## src/hw/lcd_pkg.sv

```systemverilog
package lcd_pkg;

    ////////////////////
    // screen geometry and board widths.

    localparam int LINE_CHARS      = 16;  // characters on one panel line.
    localparam int SWITCH_COUNT    = 18;
    localparam int BANK_ADDR_WIDTH = 4;
    localparam int DATA_WIDTH      = 16;  // four hex digits per master word.
    localparam int MASTER_COUNT    = 2;

    ////////////////////
    // text types.

    // one character code, ascii compatible on the panel.
    typedef logic [7:0] char_t;

    // leftmost character sits in the top byte, so a 16 char string literal
    // drops straight into a line.
    typedef char_t [LINE_CHARS-1:0] screen_line_t;

    ////////////////////
    // menu states of the board controller.

    typedef enum logic [3:0] {
        master_slave_sel        = 4'd0,
        read_write_sel          = 4'd1,
        external_write_sel      = 4'd2,
        external_write_m1       = 4'd3,
        external_write_m1_2     = 4'd4,  // second pass of the m1 write.
        external_write_m2       = 4'd5,
        slave_start_addr_sel_m1 = 4'd6,
        slave_start_addr_sel_m2 = 4'd7,
        slave_end_addr_sel_m1   = 4'd8,
        slave_end_addr_sel_m2   = 4'd9,
        config_masters          = 4'd10,
        communication_ready     = 4'd11,
        communicating           = 4'd12,
        communication_done      = 4'd13
    } menu_state_t;

endpackage

```

## src/hw/lcd_screen_composer.sv

```systemverilog
`timescale 1ns/1ps

module lcd_screen_composer (
    input  logic                                 clk,
    input  logic                                 rstN,
    input  lcd_pkg::menu_state_t                 state,
    input  logic [lcd_pkg::SWITCH_COUNT-1:0]     sw,
    input  logic [lcd_pkg::BANK_ADDR_WIDTH-1:0]  bank_addr,
    input  logic [lcd_pkg::DATA_WIDTH-1:0]       master_data [lcd_pkg::MASTER_COUNT],
    output lcd_pkg::screen_line_t                line_1,
    output lcd_pkg::screen_line_t                line_2
);

    localparam lcd_pkg::char_t        ARROW = 8'h7E;  // right arrow in the panel rom.
    localparam lcd_pkg::screen_line_t BLANK = {lcd_pkg::LINE_CHARS{8'h20}};

    logic [31:0]           sw_hex;
    logic [31:0]           m1_hex;
    logic [31:0]           m2_hex;
    lcd_pkg::char_t        addr_hex;
    lcd_pkg::screen_line_t line_1_next;
    lcd_pkg::screen_line_t line_2_next;

    ////////////////////
    // field formatting.

    function automatic lcd_pkg::char_t hex_char(input logic [3:0] value);
        lcd_pkg::char_t ch;
        if (value < 4'd10) begin
            ch = 8'h30 + 8'(value);
        end else begin
            ch = 8'h37 + 8'(value);  // 10 lands on 'A'.
        end
        return ch;
    endfunction

    function automatic logic [31:0] hex_word(input logic [15:0] value);
        return {hex_char(value[15:12]), hex_char(value[11:8]),
                hex_char(value[7:4]), hex_char(value[3:0])};
    endfunction

    function automatic lcd_pkg::char_t slave_char(input logic [1:0] value);
        lcd_pkg::char_t ch;
        case (value)
            2'b00:   ch = "_";  // no slave picked yet.
            2'b01:   ch = "1";
            2'b10:   ch = "2";
            default: ch = "3";
        endcase
        return ch;
    endfunction

    function automatic lcd_pkg::char_t op_char(input logic value);
        return value ? "W" : "R";
    endfunction

    function automatic lcd_pkg::char_t decision_char(input logic value);
        return value ? "y" : "n";
    endfunction

    assign sw_hex   = hex_word(sw[15:0]);
    assign m1_hex   = hex_word(master_data[0]);
    assign m2_hex   = hex_word(master_data[1]);
    assign addr_hex = hex_char(bank_addr);

    ////////////////////
    // text per menu state.

    always_comb begin
        line_1_next = line_1;  // states without a heading keep the old one.
        line_2_next = BLANK;
        case (state)
            lcd_pkg::master_slave_sel: begin
                line_1_next = "Master slave sel";
                line_2_next = {"M1 ", ARROW, " S", slave_char(sw[1:0]),
                               "  M2 ", ARROW, " S", slave_char(sw[3:2])};
            end
            lcd_pkg::read_write_sel: begin
                line_1_next = "Read write sel  ";
                line_2_next = {"M1 - ", op_char(sw[0]), "  M2 - ", op_char(sw[1]), "  "};
            end
            lcd_pkg::external_write_sel: begin
                line_1_next = "External write? ";
                line_2_next = {"M1 - ", decision_char(sw[0]),
                               "  M2 - ", decision_char(sw[1]), "  "};
            end
            lcd_pkg::external_write_m1,
            lcd_pkg::external_write_m1_2: begin
                line_1_next = "Ext. write M1   ";
                line_2_next = {"Addr-", addr_hex, " Val-", sw_hex, " "};
            end
            lcd_pkg::external_write_m2: begin
                line_1_next = "Ext. write M2   ";
                line_2_next = {"Addr-", addr_hex, " Val-", sw_hex, " "};
            end
            lcd_pkg::slave_start_addr_sel_m1: begin
                line_1_next = "M1 slave address";
                line_2_next = {"Start addr: ", sw_hex[23:0], " "};
            end
            lcd_pkg::slave_start_addr_sel_m2: begin
                line_1_next = "M2 slave address";
                line_2_next = {"Start addr: ", sw_hex[23:0], " "};
            end
            lcd_pkg::slave_end_addr_sel_m1: begin
                line_1_next = "M1 slave address";
                line_2_next = {"End addr: ", sw_hex[23:0], "   "};
            end
            lcd_pkg::slave_end_addr_sel_m2: begin
                line_1_next = "M2 slave address";
                line_2_next = {"End addr: ", sw_hex[23:0], "   "};
            end
            lcd_pkg::config_masters:      line_1_next = "Configure master";
            lcd_pkg::communication_ready: line_1_next = "Com. ready      ";
            lcd_pkg::communicating:       line_1_next = "Communicating...";
            lcd_pkg::communication_done: begin
                line_1_next = {"Mstr. addr. ", sw_hex[23:0], " "};
                line_2_next = {"M1-", m1_hex, " M2-", m2_hex, " "};
            end
            default: ;
        endcase
    end

    always_ff @(posedge clk) begin
        if (!rstN) begin
            line_1 <= BLANK;
            line_2 <= BLANK;
        end else begin
            line_1 <= line_1_next;
            line_2 <= line_2_next;
        end
    end

endmodule

```

## src/hw/lcd_refresh_control.sv

```systemverilog
`timescale 1ns/1ps

module lcd_refresh_control (
    input  logic                                 clk,
    input  logic                                 rstN,
    input  lcd_pkg::menu_state_t                 state,
    input  logic [lcd_pkg::SWITCH_COUNT-1:0]     sw,
    input  logic [lcd_pkg::BANK_ADDR_WIDTH-1:0]  bank_addr,
    input  logic [lcd_pkg::BANK_ADDR_WIDTH-1:0]  bank_addr_next,
    input  logic                                 ready,
    output logic                                 new_data
);

    lcd_pkg::menu_state_t                state_q;
    logic [lcd_pkg::SWITCH_COUNT-1:0]    sw_q;
    logic                                first_shown;
    logic                                pending;
    logic                                change;
    logic                                issue;

    // any input that alters the text, plus the very first frame.
    assign change = (state != state_q) || (sw != sw_q) ||
                    (bank_addr != bank_addr_next) || !first_shown;

    // skip the cycle of our own pulse since ready only drops after it.
    assign issue = pending && ready && !new_data;

    always_ff @(posedge clk) begin
        if (!rstN) begin
            state_q     <= lcd_pkg::master_slave_sel;
            sw_q        <= '0;
            first_shown <= 1'b0;
            pending     <= 1'b0;
            new_data    <= 1'b0;
        end else begin
            state_q     <= state;
            sw_q        <= sw;
            first_shown <= 1'b1;
            new_data    <= issue;
            pending     <= change || (pending && !issue);  // a fresh change wins.
        end
    end

endmodule

```

## src/hw/lcd_write_sequencer.sv

```systemverilog
`timescale 1ns/1ps

module lcd_write_sequencer #(
    parameter int ENABLE_CYCLES = 16,
    parameter int WAIT_CYCLES   = 20000
) (
    input  logic                  clk,
    input  logic                  rstN,
    input  logic                  new_data,
    input  lcd_pkg::screen_line_t line_1,
    input  lcd_pkg::screen_line_t line_2,
    output logic                  ready,
    output logic [7:0]            lcd_data,
    output logic                  lcd_rs,
    output logic                  lcd_en,
    output logic                  lcd_rw,
    output logic                  lcd_on,
    output logic                  lcd_blon
);

    localparam lcd_pkg::char_t CMD_FUNCTION_SET = 8'h38;  // 8 bit bus, 2 lines.
    localparam lcd_pkg::char_t CMD_DISPLAY_ON   = 8'h0C;  // no cursor, no blink.
    localparam lcd_pkg::char_t CMD_CLEAR        = 8'h01;
    localparam lcd_pkg::char_t CMD_ENTRY_MODE   = 8'h06;
    localparam lcd_pkg::char_t CMD_LINE_1       = 8'h80;
    localparam lcd_pkg::char_t CMD_LINE_2       = 8'hC0;

    localparam int INIT_BYTES  = 4;
    localparam int FRAME_BYTES = 2 * lcd_pkg::LINE_CHARS + 2;
    localparam int CNT_W       = $clog2(4 * WAIT_CYCLES + ENABLE_CYCLES + 1);

    typedef enum logic [1:0] {
        s_idle,
        s_setup,
        s_enable,
        s_wait
    } seq_state_t;

    seq_state_t            seq_state;
    logic [5:0]            byte_idx;
    logic                  init_phase;
    logic [CNT_W-1:0]      cnt;
    logic                  power_on;
    lcd_pkg::screen_line_t line_1_q;
    lcd_pkg::screen_line_t line_2_q;
    lcd_pkg::char_t        byte_data;
    logic                  byte_rs;
    logic                  last_byte;
    logic                  is_clear;

    ////////////////////
    // byte on the bus for the current index.

    always_comb begin
        byte_rs   = 1'b0;
        byte_data = CMD_LINE_1;
        if (init_phase) begin
            case (byte_idx[1:0])
                2'd0:    byte_data = CMD_FUNCTION_SET;
                2'd1:    byte_data = CMD_DISPLAY_ON;
                2'd2:    byte_data = CMD_CLEAR;
                default: byte_data = CMD_ENTRY_MODE;
            endcase
        end else if (byte_idx == 6'd0) begin
            byte_data = CMD_LINE_1;
        end else if (byte_idx <= 6'(lcd_pkg::LINE_CHARS)) begin
            byte_rs   = 1'b1;
            byte_data = line_1_q[4'(lcd_pkg::LINE_CHARS - byte_idx)];
        end else if (byte_idx == 6'(lcd_pkg::LINE_CHARS + 1)) begin
            byte_data = CMD_LINE_2;
        end else begin
            byte_rs   = 1'b1;
            byte_data = line_2_q[4'(FRAME_BYTES - 1 - byte_idx)];
        end
    end

    assign last_byte = init_phase ? (byte_idx == 6'(INIT_BYTES - 1))
                                  : (byte_idx == 6'(FRAME_BYTES - 1));
    assign is_clear  = init_phase && (byte_idx == 6'd2);  // clear needs the long wait.

    ////////////////////
    // setup, enable pulse, wait per byte.

    always_ff @(posedge clk) begin
        if (!rstN) begin
            seq_state  <= s_setup;
            byte_idx   <= '0;
            init_phase <= 1'b1;
            cnt        <= '0;
            power_on   <= 1'b0;
        end else begin
            power_on <= 1'b1;
            case (seq_state)
                s_idle: begin
                    if (new_data) begin
                        byte_idx  <= '0;
                        seq_state <= s_setup;
                    end
                end
                s_setup: begin
                    cnt       <= CNT_W'(ENABLE_CYCLES - 1);
                    seq_state <= s_enable;
                end
                s_enable: begin
                    if (cnt == '0) begin
                        cnt       <= is_clear ? CNT_W'(4 * WAIT_CYCLES - 1)
                                              : CNT_W'(WAIT_CYCLES - 1);
                        seq_state <= s_wait;
                    end else begin
                        cnt <= cnt - 1'b1;
                    end
                end
                s_wait: begin
                    if (cnt != '0) begin
                        cnt <= cnt - 1'b1;
                    end else if (last_byte) begin
                        init_phase <= 1'b0;
                        seq_state  <= s_idle;
                    end else begin
                        byte_idx  <= byte_idx + 1'b1;
                        seq_state <= s_setup;
                    end
                end
                default: seq_state <= s_idle;
            endcase
        end
    end

    // frame text is frozen at the request.
    always_ff @(posedge clk) begin
        if (seq_state == s_idle && new_data) begin
            line_1_q <= line_1;
            line_2_q <= line_2;
        end
    end

    assign ready    = (seq_state == s_idle);
    assign lcd_en   = (seq_state == s_enable);
    assign lcd_data = byte_data;
    assign lcd_rs   = byte_rs;
    assign lcd_rw   = 1'b0;  // write only.
    assign lcd_on   = power_on;
    assign lcd_blon = power_on;

endmodule

```

## src/hw/lcd_display_top.sv

```systemverilog
`timescale 1ns/1ps

module lcd_display_top #(
    parameter int ENABLE_CYCLES = 16,
    parameter int WAIT_CYCLES   = 20000
) (
    input  logic                                 clk,
    input  logic                                 rstN,
    input  lcd_pkg::menu_state_t                 state,
    input  logic [lcd_pkg::SWITCH_COUNT-1:0]     sw,
    input  logic [lcd_pkg::BANK_ADDR_WIDTH-1:0]  bank_addr,
    input  logic [lcd_pkg::BANK_ADDR_WIDTH-1:0]  bank_addr_next,
    input  logic [lcd_pkg::DATA_WIDTH-1:0]       master_data [lcd_pkg::MASTER_COUNT],
    output logic [7:0]                           lcd_data,
    output logic                                 lcd_rw,
    output logic                                 lcd_en,
    output logic                                 lcd_rs,
    output logic                                 lcd_blon,
    output logic                                 lcd_on
);

    lcd_pkg::screen_line_t line_1;
    lcd_pkg::screen_line_t line_2;
    logic                  new_data;
    logic                  ready;

    lcd_screen_composer u_composer (
        .clk, .rstN, .state, .sw, .bank_addr, .master_data, .line_1, .line_2
    );

    lcd_refresh_control u_refresh (
        .clk, .rstN, .state, .sw, .bank_addr, .bank_addr_next, .ready, .new_data
    );

    lcd_write_sequencer #(
        .ENABLE_CYCLES(ENABLE_CYCLES),
        .WAIT_CYCLES  (WAIT_CYCLES)
    ) u_sequencer (
        .clk, .rstN, .new_data, .line_1, .line_2, .ready,
        .lcd_data, .lcd_rs, .lcd_en, .lcd_rw, .lcd_on, .lcd_blon
    );

endmodule

```

## config.mk

```make
export PLATFORM = sky130hd
export DESIGN_NAME = lcd_display_top
export DESIGN_NICKNAME = d
export VERILOG_FILES = /design/src/hw/lcd_pkg.sv /design/src/hw/lcd_screen_composer.sv /design/src/hw/lcd_refresh_control.sv /design/src/hw/lcd_write_sequencer.sv /design/src/hw/lcd_display_top.sv
export SDC_FILE = /design/constraint.sdc
export NUM_CORES = 1
export LEC_CHECK = 0
export BUFFER_PORTS_ARGS = -buffer_cell sky130_fd_sc_hd__buf_2
export CORE_ASPECT_RATIO = 0.7
export CORE_MARGIN = 4
export CORE_UTILIZATION = 35
export DETAILED_ROUTE_END_ITERATION = 6
export GPL_TIMING_DRIVEN = 0
export PLACE_DENSITY = 0.48
export RECOVER_POWER = 25
export REMOVE_ABC_BUFFERS = 1
export SLEW_MARGIN = 30
export SYNTH_ARGS = -nofsm -noshare
export SYNTH_HDL_FRONTEND = slang
export SYNTH_SLANG_ARGS = --single-unit
```

## constraint.sdc

```tcl
create_clock -name clk -period 7.8 [get_ports clk]
set_input_delay 0.39 -clock clk [delete_from_list [all_inputs] [get_ports clk]]
set_output_delay 0.39 -clock clk [all_outputs]
set_load 0.01 [all_outputs]
```

# == Word level (Yosys, flattened, before mapping) ==
# Cells that the tools add are included.
# classes
n_addsub,30
multipliers,0
n_div,0
order_cmp,16
eq_ne,34
shift,0
muxes,49
n_bitwise,1
reduce_logical,33
# op_table
op,n
$pmux 128 s11,1
$pmux 127 s7,1
$add 6x4->7 const A,26
$mux 8,19
$bmux 8 s4,2
$lt 4x4->1 const B,13
$mux 17,3
$pmux 17 s3,1
$pmux 7 s3,2
$eq 4x4->1 const B,6
$mux 6,3
$ne 18x18->1,1
$pmux 6 s3,1
$logic_not 17->1,1
$reduce_bool 17->1,1
$sub 17x1->17 const B,1
$eq 4x3->1 const B,4
$eq 6x2->1 const B,2
$pmux 6 s2,1
$reduce_bool 11->1,1
$eq 2x2->1 const B,5
$lt 4x5->1 const B,2
$mux 5,2
$reduce_or 2->1,5
other kinds (28),59
# totals
register_bits,563
latchBits,0
ram_bits,0
rom_bits,0
out_inout_bits,13
word_cells,236
memories,0

# == Depth between registers and ports, before layout ==
# Gate-level depths: netlist (run 1).
# logic_depth
depth_word,7
depth_mapped,12
depth_no_buf,7

# == Modules after synthesis ==
# Synthesis (run 1) repeated with hierarchy kept, for this count alone.
# unflattened
cells_unflattened,1764
hier_area_um2,20815.0
# modules_own_cells
module,instances,cells_per_inst,area_each_um2
lcd_write_sequencer,1,654,11629.9
lcd_screen_composer,1,1022,8231.6
lcd_refresh_control,1,88,953.4

# == Worst setup path before layout (run 1) ==
# OpenSTA, ideal clock, no wires.
# synth_timing
kind,register to register
from,register u_sequencer.seq_state[0]
to,register u_sequencer.byte_idx[2]
setup_ps,60
t_arrival_ps,5901
path_slack_ps,1839
path_stages_with_launch,8
n_path_buf,1
path_cell_list,dfxtp_1 inv_1 ha_1 and2_1 nand2_1 clkbuf_1 a2111o_1 nand2_1
# synth_between
elab_chain_len,3
# synth_lines
item,line,text
start: declaration,lcd_write_sequencer.sv:39,seq_state_t seq_state;
start signal: assignment,lcd_write_sequencer.sv:86,seq_state <= s_setup;
start signal: assignment,lcd_write_sequencer.sv:97,seq_state <= s_setup;
start signal: assignment,lcd_write_sequencer.sv:102,seq_state <= s_enable;
$eq 2x2->1 / $logic_not 2->1 (equally long branches),lcd_write_sequencer.sv:93,case (seq_state)
$ne 2x2->1 (no line) / $reduce_bool 2->1 (equally long branches),--,
$reduce_and 4->1 (no line),--,
end signal: assignment,lcd_write_sequencer.sv:120,byte_idx <= byte_idx + 1'b1;
end: declaration,lcd_write_sequencer.sv:40,logic [5:0] byte_idx;
# Several ways; a longest one is shown, not always the timed one.
# A chain may end at the register's enable or synchronous reset.

# == Worst setup path in the final report (run 1) ==
# layout_timing
from,register u_sequencer.byte_idx[0]
to,output lcd_data[1]
# layout_between
elab_chain_len,7
# layout_lines
item,line,text
$sub 1x4->4,lcd_write_sequencer.sv:73,byte_data = line_2_q[4'(FRAME_BYTES - 1 - byte_idx)];
$bmux 8 s4,lcd_write_sequencer.sv:73,
$mux 8 (implied by the code),lcd_write_sequencer.sv:73,
$mux 8,lcd_write_sequencer.sv:69,end else if (byte_idx == 6'(lcd_pkg::LINE_CHARS + 1)) begin
$mux 8,lcd_write_sequencer.sv:66,end else if (byte_idx <= 6'(lcd_pkg::LINE_CHARS)) begin
$mux 8,lcd_write_sequencer.sv:64,end else if (byte_idx == 6'd0) begin
$mux 8 (*),lcd_write_sequencer.sv:57,if (init_phase) begin
end: declaration,lcd_display_top.sv:14,"output logic [7:0] lcd_data,"
# Every way passes the cells marked *; elsewhere a longest branch is shown, timed or not. The select of a mux whose other input is x is not followed.

==> results of run 1 <==
## Yosys cell counts (17+ instances only)
cell and number:
nor2_1 122, edfxtp_1 176, o22ai_1 21, dfxtp_1 227
mux4_2 43, nand2_1 108, xnor2_1 42, inv_1 69
a21oi_1 165, nand3_1 30, o21ai_0 99, clkbuf_1 71
nor3_1 34, ha_1 27, a211oi_1 23, and2_1 17
## area by class of cell
class                      count  share of cell area, %
antenna                        1                 0.0126
clock buffer                  51                   5.52
clock inverter                21                   1.28
inverter                      72                   1.38
multi-input combinational   1005                   34.6
sequential                   403                   49.7
tap                          655                   4.14
timing repair buffer          87                   3.34
## state kept, by name, indices dropped and copies added, names as in the netlist, 2 cells and up
register / count
u_composer.line_2: 90
u_sequencer.cnt: 17
u_composer.line_1: 86
u_refresh.sw_q: 18
u_sequencer.byte_idx: 6
u_refresh.state_q: 4
u_sequencer.line_1_q: 86
u_sequencer.seq_state: 2
u_sequencer.line_2_q: 90
## where the power goes
group,internal [mW],leakage [nW],switching [mW]
sequential,2.32,3.53,0.0652
combinational,0.222,2.92,0.473
clock,1.16,0.656,0.857
total,3.70,7.10,1.40
## final timing paths
path | from | endpoint | slack (ps) | cells past startpoint
worst max register to register | u_sequencer.cnt[0] | u_sequencer.byte_idx[0] | 5130 | 7
worst min-delay path | sw[16] | u_refresh.sw_q[16] | 70 | 2
worst min register to register | u_composer.line_2[40] | u_sequencer.line_2_q[40] | 400 | 0
worst max-delay path | u_sequencer.byte_idx[0] | lcd_data[1] | 3140 | 8
## critical path, cell delays in order, from the launching register on
cell      delay (ps)
dfxtp_4          700
inv_1            360
ha_2             680
buf_12           240
mux4_2           510
mux4_2           580
nand2b_1         190
a32o_1           280
buf_2            150
## metrics by stage
| step | std cells | hold WS [ps] |
|---|---|---|
| 4_1_cts | 2294 | 63.3 |
| 3_3_place_gp | 2210 | 385 |
| 5_1_grt | 2294 | 71.0 |
| 6_report | 2295 | 72.6 |
| 2_1_floorplan | 1480 | 386 |
| 3_5_place_dp | 2222 | 389 |
## kinds of logic (layout without fill, tap and decap cells)
family	after synthesis	after routing	synth area share (%)
DFF	403	403	56.8
muxes	65	65	6.91
xor gates and xnor gates	52	52	2.63
buffers and inverters	175	231	4.05
and+or+nand+nor	402	402	11.1
AOI/OAI and AO/OA	457	457	16.5
adders and majority gates	28	28	2.01
other	1	2	0.0217
## metal layers
metal | share of wire, % | GRT usage, %
met3 | 11 | 7.66
met2 | 39 | 28.6
met5 | 0.020 | 0
met4 | 1.4 | 3.35
met1 | 48 | 34.6
==> out/results.tsv, run 1 <==
stage	metric	value	unit
global_route	number of global-route vias before repair	12300	
clock_tree	clock buffer depth	3	
global_route	grt ovf	0	
clock_tree	clock slew at reported path FFs	70	ps
synth	area leader, netlist	edfxtp_1	
placed_design	Post-DP Area	18400	sq um
route	DRT Pass-1 Iters	5	
timing	Final Cycle Share	59.8	%
route	mean routed wirelength per cell	25.8	microns
synth	async set or reset register ratio after synthesis	0	%
timing	fmax	215	MHz
clock_tree	clock sink count	403	
timing	Post-Route Setup TNS	0	ps
timing	Fin. Hold Viols	0	
critical_path	critical path endpoint category	primary output	
placed_design	Place WS	3700	ps
finish	Multi-input gate area	6860	sq um
timing	fin. max-slew vios	0	
finish	Filler cells	4684	
finish	most common cell after layout, fill and taps aside	dfxtp_1	
route	routed via count	13000	
timing	final worst setup slack	3140	ps
clock_tree	Clock Latency Late Sink	550	ps
floorplanning	die area	53200	sq um
timing	Slew HR	15.9	%
synth	Synth Area per Inst	10.9	sq um
timing	fin crit period	4660	ps
clock_tree	CTS root buffer	clkbuf_16	
finish	nets@finish	1699	
critical_path	Critical Path AT	4270	ps
clock_tree	H-tree Lvls	2	
pwr	LEAKAGE	7.10	nW
finish	commonest cells after routing, fill and taps aside	dfxtp_1 (225), edfxtp_1 (176), a21oi_1 (165)	
timing	actual slew at the worst max-slew pin	1250	ps
route	Iter 0 DRT Violations	1553	
global_route	antenna violations before repair	5	
finish	Layout area overhead	14.3	%
floorplanning	IO Pins	77	
synth	sequential fraction of the synthesis area	56.8	%
finish	sequential cell area	9840	sq um
synth	main area contributors after synthesis	edfxtp_1 (31%), dfxtp_1 (26%), mux4_2 (5.6%)	
synth	Seq cells post-synth	403	
job	max cap viols	0	
floorplanning	Initial Utilization	35.8	%
route	final WL	59.3	mm
finish	fin area	19800	sq um
timing	setup violators final	0	
clock_tree	CTS tree	yes	
route	Vias/cell	5.68	
synth	number of synthesized flops with an enable pin	176	
placed_design	Buffers on Ports	75	
synth	library cells used by synthesis	84	
synth	YS warnings	0	
critical_path	Crit path required time	7410	ps
synth	Mapped Area	17300	sq um
floorplanning	core area	48400	sq um
floorplanning	Die H	194	microns
critical_path	type of the worst setup path	flip-flop to primary output	
clock_tree	hold_buf cts	0	
global_route	first-pass GRT wire length	86.2	mm
timing	RSZ-0062 raised after global routing	no	
synth	post-synth top area share	30.5	%
timing	clock skew	11.8	ps
clock_tree	Setup Fix Bufs, Post-CTS	0	
pwr	Overall Power	5.10	mW
finish	layout cells sized above 1	14.4	%
clock_tree	PostCTS Resize Cnt	0	
global_route	largest net degree at the start of global routing	68	
outcome	outcome	finished clean	
route	Routed Antenna Nets	0	
route	# DRC	0	
min_path	Hold WC Path Type	primary input to flip-flop	
floorplanning	Core Rows	67	
synth	ys flop type	dfxtp_1	
placed_design	dpl hpwl	40.4	mm
pwr	PD cells	258	nW/um^2
synth	Mapped Cells	1583	
floorplanning	Die X	274	microns
global_route	GRT Total Usage	21.8	%
finish	Final Util	40.9	%
clock_tree	CTS buffer count	39	
pwr	Peak supply drop	154	uV
critical_path	CP max FO	35	
critical_path	Startpoint Class	flip-flop	
placed_design	RD Place Congestion	0.862	
Note: power is estimated with default switching activity, not from simulation.
==> run 2: changes to the inputs <==
==> constraint.sdc (replaced) <==
create_clock -name clk -period 4.3 [get_ports clk]
set_input_delay 0.215 -clock clk [delete_from_list [all_inputs] [get_ports clk]]
set_output_delay 0.215 -clock clk [all_outputs]
set_load 0.01 [all_outputs]
==> out/results.tsv, run 2 (synthesized netlist as in run 1, its figures left out) <==
stage	metric	value	unit
clock_tree	CTS tree	yes	
placed_design	Buffers on Ports	75	
placed_design	dpl hpwl	40.4	mm
finish	Filler cells	4668	
floorplanning	Core Rows	67	
critical_path	reg2reg setup slack	1650	ps
pwr	Overall Power	9.26	mW
floorplanning	Initial Utilization	35.8	%
critical_path	Startpoint Class	flip-flop	
route	# DRC	0	
critical_path	CP max FO	20	
floorplanning	Die X	274	microns
global_route	largest net degree at the start of global routing	68	
critical_path	Crit path required time	4090	ps
finish	Final Instance Count excl. Fillers	2317	
finish	most common cell after layout, fill and taps aside	dfxtp_1	
floorplanning	die area	53200	sq um
global_route	number of global-route vias before repair	12400	
clock_tree	H-tree Lvls	2	
clock_tree	CTS root buffer	clkbuf_16	
route	Routed Antenna Nets	0	
finish	commonest cells after routing, fill and taps aside	dfxtp_1 (225), edfxtp_1 (176), a21oi_1 (165)	
route	routed via count	13200	
clock_tree	clock slew at reported path FFs	70	ps
critical_path	Critical Path AT	3920	ps
pwr	Peak supply drop	279	uV
timing	Fin Hold WS	4.33	ps
min_path	min-delay src	sw[7]	
timing	Slew HR	29.2	%
timing	fin. max-slew vios	0	
global_route	grt ovf	0	
clock_tree	clock sink count	403	
critical_path	type of the worst setup path	flip-flop to primary output	
critical_path	critical path endpoint category	primary output	
min_path	Hold WC Path Type	primary input to flip-flop	
placed_design	placed cells	2222	
timing	fmax	242	MHz
finish	biggest regs	u_composer.line_2: 90 flops, u_sequencer.line_2_q: 90 flops	
floorplanning	Die H	194	microns
critical_path	cell count of the worst reg-to-reg path	7	
placed_design	RD Place Congestion	0.862	
route	Iter 0 DRT Violations	1590	
floorplanning	core area	48400	sq um
outcome	outcome	finished clean	
global_route	first-pass GRT wire length	86.7	mm
clock_tree	Clock Latency Late Sink	550	ps
critical_path	Setup crit end	lcd_data[1]	
timing	setup violators final	0	
route	Vias/cell	5.68	
pwr	LEAKAGE	7.20	nW
global_route	GRT Total Usage	21.9	%
timing	clock skew	10.9	ps
critical_path	r2r endpoint	u_sequencer.byte_idx[0]	
timing	Post-Route Setup TNS	0	ps
route	final WL	59.4	mm
floorplanning	IO Pins	77	
clock_tree	CTS buffer count	39	
finish	nets@finish	1720	
clock_tree	clock buffer depth	3	
route	mean routed wirelength per cell	25.7	microns
pwr	PD cells	463	nW/um^2
job	max cap viols	0	
timing	Final Cycle Share	96.2	%
critical_path	crit path from	u_sequencer.byte_idx[0]	
global_route	antenna violations before repair	5	
timing	RSZ-0062 raised after global routing	no	
route	DRT Pass-1 Iters	5	
critical_path	reg2reg start	u_sequencer.cnt[0]	
finish	layout cells sized above 1	14.6	%
timing	fin crit period	4140	ps
timing	Fin. Hold Viols	0	
finish	Layout area overhead	15.6	%
timing	actual slew at the worst max-slew pin	1060	ps
-- run 2: cell types whose count changed in the layout (fill, tap and decap cells not counted) --
cell,change
dlygate4sd3_1,+17
buf_4,+4
buf_6,+1
clkbuf_1,-1
clkinvlp_2,-1
clkinvlp_4,+1
diode_2,+1
ha_2,-1
ha_4,+1
inv_1,-1
inv_6,+1
-- run 2: metal layers --
| metal | GRT usage (%) | share of wire [%] |
|---|---|---|
| met4 | 3.49 | 1.4 |
| met2 | 28.8 | 39 |
| met1 | 34.7 | 48 |
| met3 | 7.62 | 11 |
| met5 | 0 | 0.020 |
-- run 2: how the worst min path moves through the flow --
stage	to	cells after the start
2_1_floorplan	u_refresh.first_shown	0
3_3_place_gp	u_sequencer.line_2_q[92]	0
3_5_place_dp	u_sequencer.line_2_q[106]	0
4_1_cts	u_composer.line_2[1]	2
5_1_grt	u_refresh.sw_q[7]	2
6_report	u_refresh.sw_q[7]	2
-- run 2: worst max-delay path, stage by stage (launching register included) --
cell and delay [ps]:
dfxtp_4 630, clkinvlp_4 300, ha_4 470, buf_12 220, mux4_2 510, mux4_2 570, nand2b_1 180, a32o_1 290
buf_2 150
-- run 2: timing repair --
item                                    in CTS  in global routing
hold endpoints to repair                    19                  0
resized for setup                            1                  1
endpoints found under the setup margin       1                  1
hold buffers                                17                  0
pin swaps                                    0                  0
setup buffers                                1                  3
-- run 2: area by class of cell --
type / count / area [sq um] / share of cell area, %
diodes: 2 / 5.00 / 0.0250
clock buffers: 51 / 1090 / 5.45
clock inverters: 21 / 253 / 1.26
inverters: 72 / 280 / 1.40
multi-input cells: 1005 / 6870 / 34.3
flip-flops and latches: 403 / 9840 / 49.1
well taps: 655 / 820 / 4.09
repair buffers: 108 / 870 / 4.34
-- run 2: per-stage QoR --
| step | instance area (sq um) | utilization, % | setup slack (ps) |
|---|---|---|---|
| 2_1_floorplan | 16900 | - | -2470 |
| 3_3_place_gp | 18100 | 37.4 | -5930 |
| 3_5_place_dp | 18400 | 38.1 | 379 |
| 4_1_cts | 20000 | 41.3 | 86.9 |
| 5_1_grt | 20000 | 41.4 | 42.7 |
| 6_report | 20000 | 41.4 | 163 |
-- run 2: where the power goes --
group          switching, mW  total, mW  internal [mW]
Sequential             0.118       4.32           4.21
Combinational          0.860       1.27          0.415
Clock                   1.56       3.66           2.11
Total                   2.53       9.26           6.73
